## src/rtl/nnPkg.sv

```systemverilog
package nnPkg;

	// ====================
	// Widths and scaling
	// ====================

	parameter int ACT_WIDTH = 8;
	parameter int WEIGHT_WIDTH = 8;
	parameter int BIAS_WIDTH = 16;
	parameter int ACC_WIDTH = 23;
	parameter int CLASS_ID_WIDTH = 2;

	// An accumulator value divided by 2**FRAC_BITS is an activation.
	parameter int FRAC_BITS = 6;
	parameter int ACT_MAX = 127;

	// ====================
	// Layer sizes and types
	// ====================

	parameter int NUM_FEATURES = 15;
	parameter int NUM_HIDDEN = 4;
	parameter int NUM_CLASSES = 3;

	typedef logic signed [ACT_WIDTH-1:0] activation_t;
	typedef logic signed [WEIGHT_WIDTH-1:0] weight_t;
	typedef logic signed [BIAS_WIDTH-1:0] bias_t;
	typedef logic signed [ACC_WIDTH-1:0] acc_t;

	typedef activation_t [NUM_FEATURES-1:0] featureVec_t;
	typedef activation_t [NUM_HIDDEN-1:0] hiddenVec_t;
	typedef activation_t [NUM_CLASSES-1:0] scoreVec_t;

	typedef logic [CLASS_ID_WIDTH-1:0] classId_t;

	typedef struct packed {
		scoreVec_t scores;
		classId_t classId;
	} result_t;

	// ====================
	// Weight and bias tables
	// ====================

	// Entry n*FAN_IN+i is the weight of input i into neuron n.
	parameter weight_t [0:NUM_HIDDEN*NUM_FEATURES-1] HIDDEN_WEIGHTS = '{
		8'sd16, -8'sd19, 8'sd21, -8'sd23, 8'sd8,
		8'sd2, 8'sd25, -8'sd31, 8'sd7, 8'sd31,
		8'sd31, 8'sd29, -8'sd19, -8'sd31, 8'sd2,
		8'sd12, 8'sd9, -8'sd14, 8'sd5, 8'sd22,
		-8'sd7, 8'sd3, 8'sd18, -8'sd25, 8'sd11,
		-8'sd6, 8'sd27, 8'sd14, -8'sd9, 8'sd20,
		-8'sd8, 8'sd24, 8'sd6, -8'sd17, -8'sd3,
		8'sd30, -8'sd12, 8'sd10, 8'sd19, -8'sd22,
		8'sd4, -8'sd15, 8'sd28, 8'sd7, -8'sd11,
		8'sd5, -8'sd10, 8'sd13, 8'sd26, -8'sd20,
		8'sd15, 8'sd9, -8'sd4, -8'sd18, 8'sd23,
		8'sd17, -8'sd2, -8'sd27, 8'sd12, 8'sd8
	};

	parameter bias_t [0:NUM_HIDDEN-1] HIDDEN_BIAS = '{
		16'sd512, -16'sd256, 16'sd320, 16'sd0
	};

	parameter weight_t [0:NUM_CLASSES*NUM_HIDDEN-1] OUTPUT_WEIGHTS = '{
		8'sd20, -8'sd12, 8'sd15, 8'sd9,
		-8'sd8, 8'sd25, 8'sd10, -8'sd14,
		8'sd14, 8'sd6, -8'sd18, 8'sd22
	};

	parameter bias_t [0:NUM_CLASSES-1] OUTPUT_BIAS = '{
		16'sd128, -16'sd64, 16'sd0
	};

endpackage

```

## src/rtl/classSelect.sv

```systemverilog
module classSelect #(
	parameter int CLASSES = 3
) (
	input logic clk,
	input logic reset,
	input nnPkg::scoreVec_t scores,
	output nnPkg::result_t result
);

	nnPkg::activation_t bestScore;
	nnPkg::classId_t bestId;

	// A strict compare keeps the lowest index when scores are equal.
	always_comb
	begin
		bestScore = scores[0];
		bestId = '0;
		for (int i = 1; i < CLASSES; i++)
		begin
			if (scores[i] > bestScore)
			begin
				bestScore = scores[i];
				bestId = nnPkg::classId_t'(i);
			end
		end
	end

	always_ff @(posedge clk)
	begin
		if (reset)
		begin
			result <= '0;
		end
		else
		begin
			result.scores <= scores;
			result.classId <= bestId;
		end
	end

	// True when the registered class is the first index holding the top score.
	function automatic logic isFirstMax(nnPkg::result_t r);
		logic ok;
		ok = 1'b1;
		for (int i = 0; i < CLASSES; i++)
		begin
			if (i < int'(r.classId) && r.scores[i] >= r.scores[r.classId])
				ok = 1'b0;
			if (i > int'(r.classId) && r.scores[i] > r.scores[r.classId])
				ok = 1'b0;
		end
		return ok;
	endfunction

	classIdInRange: assert property (@(posedge clk) disable iff (reset)
		int'(result.classId) < CLASSES);

	classIdIsFirstMax: assert property (@(posedge clk) disable iff (reset)
		int'(result.classId) < CLASSES |-> isFirstMax(result));

endmodule

```

## src/rtl/denseLayer.sv

```systemverilog
module denseLayer #(
	parameter int FAN_IN = 15,
	parameter int NEURONS = 4,
	parameter nnPkg::weight_t [0:FAN_IN*NEURONS-1] WEIGHT_TABLE = '0,
	parameter nnPkg::bias_t [0:NEURONS-1] BIAS_TABLE = '0
) (
	input logic clk,
	input logic reset,
	input nnPkg::activation_t [FAN_IN-1:0] inputs,
	output nnPkg::activation_t [NEURONS-1:0] outputs
);

	// Every neuron sees the whole input vector and takes its own row of weights.
	for (genvar n = 0; n < NEURONS; n++)
	begin : gNeuron
		denseNeuron #(
			.FAN_IN(FAN_IN),
			.WEIGHTS(WEIGHT_TABLE[n*FAN_IN +: FAN_IN]),
			.BIAS(BIAS_TABLE[n])
		) neuron (
			.clk(clk),
			.reset(reset),
			.inputs(inputs),
			.activation(outputs[n])
		);
	end

endmodule

```

## src/rtl/denseNeuron.sv

```systemverilog
module denseNeuron #(
	parameter int FAN_IN = 15,
	parameter nnPkg::weight_t [0:FAN_IN-1] WEIGHTS = '0,
	parameter nnPkg::bias_t BIAS = '0
) (
	input logic clk,
	input logic reset,
	input nnPkg::activation_t [FAN_IN-1:0] inputs,
	output nnPkg::activation_t activation
);

	localparam int PRODUCT_WIDTH = nnPkg::ACT_WIDTH + nnPkg::WEIGHT_WIDTH;

	nnPkg::activation_t [FAN_IN-1:0] inputsReg;
	logic signed [PRODUCT_WIDTH-1:0] products [FAN_IN];
	nnPkg::acc_t sumNext;
	nnPkg::acc_t sumReg;
	nnPkg::acc_t shifted;
	nnPkg::acc_t rounded;
	nnPkg::activation_t activationNext;

	// ====================
	// Multiply and accumulate
	// ====================

	always_comb
	begin
		for (int i = 0; i < FAN_IN; i++)
		begin
			products[i] = PRODUCT_WIDTH'(inputsReg[i]) * PRODUCT_WIDTH'(WEIGHTS[i]);
		end
	end

	// The bias is already on the scale of a single product.
	always_comb
	begin
		sumNext = nnPkg::acc_t'(BIAS);
		for (int i = 0; i < FAN_IN; i++)
		begin
			sumNext = sumNext + nnPkg::acc_t'(products[i]);
		end
	end

	// ====================
	// Activation
	// ====================

	// Round half up after the shift, then clamp to the positive 7-bit range.
	always_comb
	begin
		shifted = sumReg >>> nnPkg::FRAC_BITS;
		rounded = shifted + nnPkg::acc_t'({1'b0, sumReg[nnPkg::FRAC_BITS-1]});
		if (sumReg[nnPkg::ACC_WIDTH-1])
			activationNext = '0;
		else if (rounded > nnPkg::acc_t'(nnPkg::ACT_MAX))
			activationNext = nnPkg::activation_t'(nnPkg::ACT_MAX);
		else
			activationNext = rounded[nnPkg::ACT_WIDTH-1:0];
	end

	always_ff @(posedge clk)
	begin
		if (reset)
		begin
			inputsReg <= '0;
			sumReg <= '0;
			activation <= '0;
		end
		else
		begin
			inputsReg <= inputs;
			sumReg <= sumNext;
			activation <= activationNext;
		end
	end

	activationInRange: assert property (@(posedge clk) disable iff (reset)
		!activation[nnPkg::ACT_WIDTH-1]
		&& activation <= nnPkg::activation_t'(nnPkg::ACT_MAX));

endmodule

```

## src/rtl/nnTop.sv

```systemverilog
module nnTop (
	input logic clk,
	input logic reset,
	input nnPkg::featureVec_t features,
	output nnPkg::result_t result
);

	// Each layer adds three register stages and the selector one more,
	// so a feature vector reaches result six edges after it is sampled.

	nnPkg::hiddenVec_t hiddenActs;
	nnPkg::scoreVec_t scores;

	// ====================
	// Hidden layer
	// ====================

	denseLayer #(
		.FAN_IN(nnPkg::NUM_FEATURES),
		.NEURONS(nnPkg::NUM_HIDDEN),
		.WEIGHT_TABLE(nnPkg::HIDDEN_WEIGHTS),
		.BIAS_TABLE(nnPkg::HIDDEN_BIAS)
	) hiddenLayer (
		.clk(clk),
		.reset(reset),
		.inputs(features),
		.outputs(hiddenActs)
	);

	// ====================
	// Output layer
	// ====================

	denseLayer #(
		.FAN_IN(nnPkg::NUM_HIDDEN),
		.NEURONS(nnPkg::NUM_CLASSES),
		.WEIGHT_TABLE(nnPkg::OUTPUT_WEIGHTS),
		.BIAS_TABLE(nnPkg::OUTPUT_BIAS)
	) outputLayer (
		.clk(clk),
		.reset(reset),
		.inputs(hiddenActs),
		.outputs(scores)
	);

	classSelect #(
		.CLASSES(nnPkg::NUM_CLASSES)
	) selector (
		.clk(clk),
		.reset(reset),
		.scores(scores),
		.result(result)
	);

endmodule

```

## config.mk

```make
export PLATFORM = sky130hd
export DESIGN_NAME = nnTop
export DESIGN_NICKNAME = d
export VERILOG_FILES = /design/src/rtl/nnPkg.sv /design/src/rtl/classSelect.sv /design/src/rtl/denseLayer.sv /design/src/rtl/denseNeuron.sv /design/src/rtl/nnTop.sv
export SDC_FILE = /design/constraint.sdc
export NUM_CORES = 2
export LEC_CHECK = 0
export BUFFER_PORTS_ARGS = -buffer_cell sky130_fd_sc_hd__buf_2
export CAP_MARGIN = 25
export CELL_PAD_IN_SITES_DETAIL_PLACEMENT = 1
export CELL_PAD_IN_SITES_GLOBAL_PLACEMENT = 1
export CORE_MARGIN = 5
export CORE_UTILIZATION = 46
export DETAILED_ROUTE_END_ITERATION = 8
export GPL_TIMING_DRIVEN = 0
export PLACE_DENSITY = 0.71
export SLEW_MARGIN = 20
export SYNTH_ARGS = -nofsm -noshare
export SYNTH_HDL_FRONTEND = slang
export SYNTH_SLANG_ARGS = --single-unit
```

## constraint.sdc

```tcl
create_clock -name clk -period 17.82 [get_ports clk]
set_input_delay 3.564 -clock clk [delete_from_list [all_inputs] [get_ports clk]]
set_output_delay 3.564 -clock clk [all_outputs]
set_load 0.01 [all_outputs]
```

Word-level counts from Yosys, hierarchy flattened:

Index checks and enable logic that the tools add are counted.

* multipliers: 62
* add/subtract/negate cells: 81
* magnitude comparators: 9
* reductions and logical operators: 15
* muxes and demuxes: 10

Operators with widths (count)
* $add A23 B14 Y23: 12
* $mul A8 B6 Y14 const B: 18
* $mul A8 B5 Y13 const B: 18
* $mul A8 B4 Y12 const B: 16
* $add A23 B13 Y23: 7
* $mul A8 B3 Y11 const B: 10
* $add A17 B2 Y18: 4
* $gt A18 B8 Y1 const B: 4
* $add A21 B14 Y22: 3
* $mux W7: 7
* $add A15 B14 Y16: 3
* $add A22 B14 Y23: 2
* $add A23 B11 Y23: 2
* $add A23 B12 Y23: 2
* $add A20 B14 Y21: 2
* $add A19 B13 Y20: 2
* $add A19 B14 Y20: 2
* $add A18 B13 Y19: 2
* $add A17 B13 Y18: 2
* $add A16 B14 Y17: 2
* $neg A8 Y13: 2
* $add A22 B12 Y23: 1
* $add A22 B13 Y23: 1
* $add A23 B10 Y23: 1
* other kinds (38): 52

* input bits: 122
* word-level logic and storage cells: 222
* output and inout port bits: 26
* register bits: 381

Longest topological paths before layout:

* depth after elaboration: 16
* depth in mapped cells: 38
* gate-level depth less buffers: 38

Cells and area by module:

From an unflattened synthesis, not the netlist that was laid out.

* cell total of the unflattened synthesis: 9199
* area total of the unflattened synthesis: 91733.0 um^2

Modules (own cells, without submodules)
* denseNeuron at hiddenLayer.gNeuron[1].neuron: cells an instance 2051, times used 1, sequential area each 2922.8 um^2, area each 20114.3 um^2
* denseNeuron at hiddenLayer.gNeuron[0].neuron: cells an instance 1875, times used 1, sequential area each 2922.8 um^2, area each 19224.7 um^2
* denseNeuron at hiddenLayer.gNeuron[3].neuron: cells an instance 1803, times used 1, sequential area each 2922.8 um^2, area each 18242.5 um^2
* denseNeuron at hiddenLayer.gNeuron[2].neuron: cells an instance 1660, times used 1, sequential area each 2922.8 um^2, area each 17057.6 um^2
* denseNeuron at outputLayer.gNeuron[2].neuron: cells an instance 598, times used 1, sequential area each 1021.0 um^2, area each 5464.0 um^2
* denseNeuron at outputLayer.gNeuron[0].neuron: cells an instance 548, times used 1, sequential area each 1061.0 um^2, area each 5311.3 um^2
* denseNeuron at outputLayer.gNeuron[1].neuron: cells an instance 549, times used 1, sequential area each 1121.1 um^2, area each 5165.0 um^2
* classSelect: cells an instance 115, times used 1, sequential area each 520.5 um^2, area each 1153.6 um^2

Worst setup path after synthesis:

OpenSTA, ideal clock, no wires.

* kind: reg-to-reg
* from: register hiddenLayer.gNeuron[0].neuron.inputsReg[67] (netlist name)
* to: register hiddenLayer.gNeuron[3].neuron.sumReg[22]
* cell stages (with the launch flop): 34
* path buffers: 0
* period minus slack after synthesis: 9.646 ns
* library setup time: 0.062 ns
* arrival time: 9.584 ns
* slack: 8.174 ns
* cell sequence: dfxtp_1 fa_1 ha_1 fa_1 ha_1 a21o_1 a21oi_1 o21ai_0 a21oi_1 o21ai_0 a21o_1 a21oi_1 inv_1 fa_1 inv_1 fa_1 fa_1 fa_1 inv_1 fa_1 inv_1 fa_1 fa_1 fa_1 inv_1 fa_1 inv_1 ha_1 and3_1 nand3_1 o21ai_1 a21oi_1 or4b_1 nand3_1

RTL lines
* end signal: assignment: line denseNeuron.sv:72 `sumReg <= sumNext;`
* end: declaration: line denseNeuron.sv:17 `nnPkg::acc_t sumReg;`

==> metrics <==
status=finished clean; Worst path slowest cell=dfxtp_1; clk buf depth=3; H-tree Lvls=2; Die ar.=0.171 mm2; Post-synth EDFFs=0; GPL Wtd Cong=1.03; share of layout cells above drive strength 1=4.15%; R2R Path End=hiddenLayer.gNeuron[3].neuron.sumReg[22]; Placed Cells=9,755; critical path endpoint category=flop; Worst Path Class, Setup=flop to flop; CTS tree=yes; Seq/Total Area, Yosys=9.23%; # resized after CTS=0; RR Startpoint=hiddenLayer.gNeuron[0].neuron.inputsReg[66]; Port-buffer cells=146; CP required=18.42 ns; Post-Syn Instances=7,408; worst min path class=flop to flop; Post-DP Area=0.0790 mm2; insertion delay of the later-clocked pin in the worst-skew pair=0.68 ns; synthesized area=0.0751 mm2; Peak Freq=76.3 MHz; Tcrit/Tclk final=73.6%; HP Start=hiddenLayer.gNeuron[2].neuron.activation[0]; fin cells=9,843; NumNets Final=10,605; initial antenna violation count=14; Die Span Y=414 um; # setup viols final=0; GR Overflow Total=0; top_reg_cell synth=dfxtp_1; Slew headroom=17.8%; area growth from synthesis to layout=7.30%; Fillers=18,244; RSZ-0062 raised after global routing=false; Worst Hold Path EP=outputLayer.gNeuron[0].neuron.inputsReg[16]; chip width=414 um; CP max stage delay=0.89 ns; most frequent CP cell=fa_1; Arr. time, crit path=13.71 ns; CTS buffer count=44; Final Skew=0.0313 ns; largest net degree at the start of global routing=24; Worst Hold Depth=1; vias in the first global route=59,213; Final Cell Area=0.0805 mm2; nature of the critical path startpoint=flop; Synth Warn #=0; reg2reg path depth=34; flop2flop setup slack=4.71 ns; number of synthesized register bits=346; # rows=148; CTS Hold Buffers Added=0; first-pass GRT wire length=412,000 um; fraction of registers with async set/reset=0%; Synth cell types=68; max cap viols=0; Avg WL per Cell=29.0 um; post-detailed-route count of antenna-violating nets=0; starting density of the core=46.2%; clock-pin slew on the worst setup and hold paths=0.06 ns; Avg Cell Area, Syn=10.1 um2; via/cell ratio=5.31; DR vias=52,251; Fin Hold WS=0.435 ns; Detail Placement HPWL=253,000 um; IO Pins=148; CTS Sinks=346; final WL=285,000 um; Core ar.=0.162 mm2; Worst-Margin Slew=1.23 ns; post-CTS setup buffers=0; Remaining DRCs=0; initial DRC count=3,803; total track usage=34.1%; Hold Vio Cnt, Final=0; root buffer cell=clkbuf_16; worst-path maximum fanout=8; Final Max Tran Viols=0; first drt pass iteration count=5; Min Clock Period, post-route=13.11 ns; TNS Setup=0 ns
-- placed cells by master, fill, tap and decap left out, types with 94 or more instances in the layout --
cell type,instances
a21o_1,94
ha_1,1304
buf_2,146
dfxtp_1,327
nor2b_1,219
a21oi_1,228
fa_1,1548
xor2_1,134
nor2_1,196
nand2_1,126
inv_1,2303
xnor2_1,307
-- area by class of cell --
class | count | area [um2] | area share, %
antenna | 3 | 7.51 | 0.00932
buffer | 58 | 224 | 0.278
timing repair buffer | 171 | 1160 | 1.44
clock inverter | 21 | 250 | 0.311
multi-input combinational | 4703 | 59300 | 73.6
tap | 2175 | 2720 | 3.38
inverter | 2307 | 8660 | 10.8
sequential | 346 | 6950 | 8.63
clock buffer | 59 | 1260 | 1.56
-- critical path: cells and delay by family, from the launching register on --
kind                       cells  cell delay [ns]
AOI/OAI and AO/OA              6             2.62
xor gates and xnor gates       1             0.48
and+or+nand+nor                4             0.93
adders and majority gates     14             6.87
DFF                            1             0.89
buffers and inverters          9             1.19
-- sequential cells by signal (all words and copies together) (netlist names) --
register / cells
hiddenLayer.gNeuron.neuron.activation: 32
selector.result: 26
outputLayer.gNeuron.neuron.sumReg: 40
outputLayer.gNeuron.neuron.activation: 24
hiddenLayer.gNeuron.neuron.sumReg: 72
hiddenLayer.gNeuron.neuron.inputsReg: 120
outputLayer.gNeuron.neuron.inputsReg: 32
-- metrics by stage --
stage               util, %  setup slack [ns]
floorplan                 -              8.17
global placement       48.4              4.75
detailed placement     48.6              5.09
CTS                    49.6              5.03
global route           49.6              4.67
finish                 49.6              4.71
-- logic make-up after synthesis --
family	count (synthesis)	share of synthesized area (%)
multiplexers	32	0.443
AO/OA/AOI/OAI	599	5.02
buffers and inverters	2365	11.8
other	2	0.0100
XOR/XNOR	444	5.18
adder cells (fa/ha/maj)	2852	63.0
AND/OR/NAND/NOR	768	5.26
flip-flops	346	9.23
-- synthesized netlist by cell type (57+ instances only) --
master | number | area share (%)
fa_1 | 1548 | 41
clkbuf_1 | 57 | 0.29
nor2b_1 | 219 | 1.8
nor2_1 | 196 | 0.98
a21oi_1 | 230 | 1.5
nand3_1 | 59 | 0.39
o21bai_1 | 57 | 0.57
xnor2_1 | 308 | 3.6
o21ai_0 | 90 | 0.60
dfxtp_1 | 346 | 9.2
ha_1 | 1304 | 22
inv_1 | 2304 | 12
xor2_1 | 136 | 1.6
a21o_1 | 94 | 0.94
nand2_1 | 126 | 0.63
-- how the worst max path moves through the flow --
stage,start,to,slack (ns),cells past startpoint
floorplan,hiddenLayer.gNeuron[0].neuron.inputsReg[67],hiddenLayer.gNeuron[3].neuron.sumReg[22],8.17,33
finish,hiddenLayer.gNeuron[0].neuron.inputsReg[66],hiddenLayer.gNeuron[3].neuron.sumReg[22],4.71,34
global route,hiddenLayer.gNeuron[0].neuron.inputsReg[64],hiddenLayer.gNeuron[3].neuron.sumReg[22],4.67,35
global placement,hiddenLayer.gNeuron[0].neuron.inputsReg[66],hiddenLayer.gNeuron[3].neuron.sumReg[22],4.75,34
CTS,hiddenLayer.gNeuron[0].neuron.inputsReg[66],hiddenLayer.gNeuron[3].neuron.sumReg[22],5.03,34
detailed placement,hiddenLayer.gNeuron[0].neuron.inputsReg[66],hiddenLayer.gNeuron[3].neuron.sumReg[22],5.09,34
-- metal layers --
metal | vias to the layer above | share of wire, % | GRT usage (%)
met1 | 27448 | 42 | 46.0
met2 | 1761 | 44 | 53.6
met5 | - | 0.021 | 0
met4 | 10 | 5.6 | 14.6
li1 | 22552 | - | -
met3 | 480 | 7.9 | 7.00
Power is not shown: default switching activity piles up to over one toggle a cycle in this logic, so the estimate is an artifact.
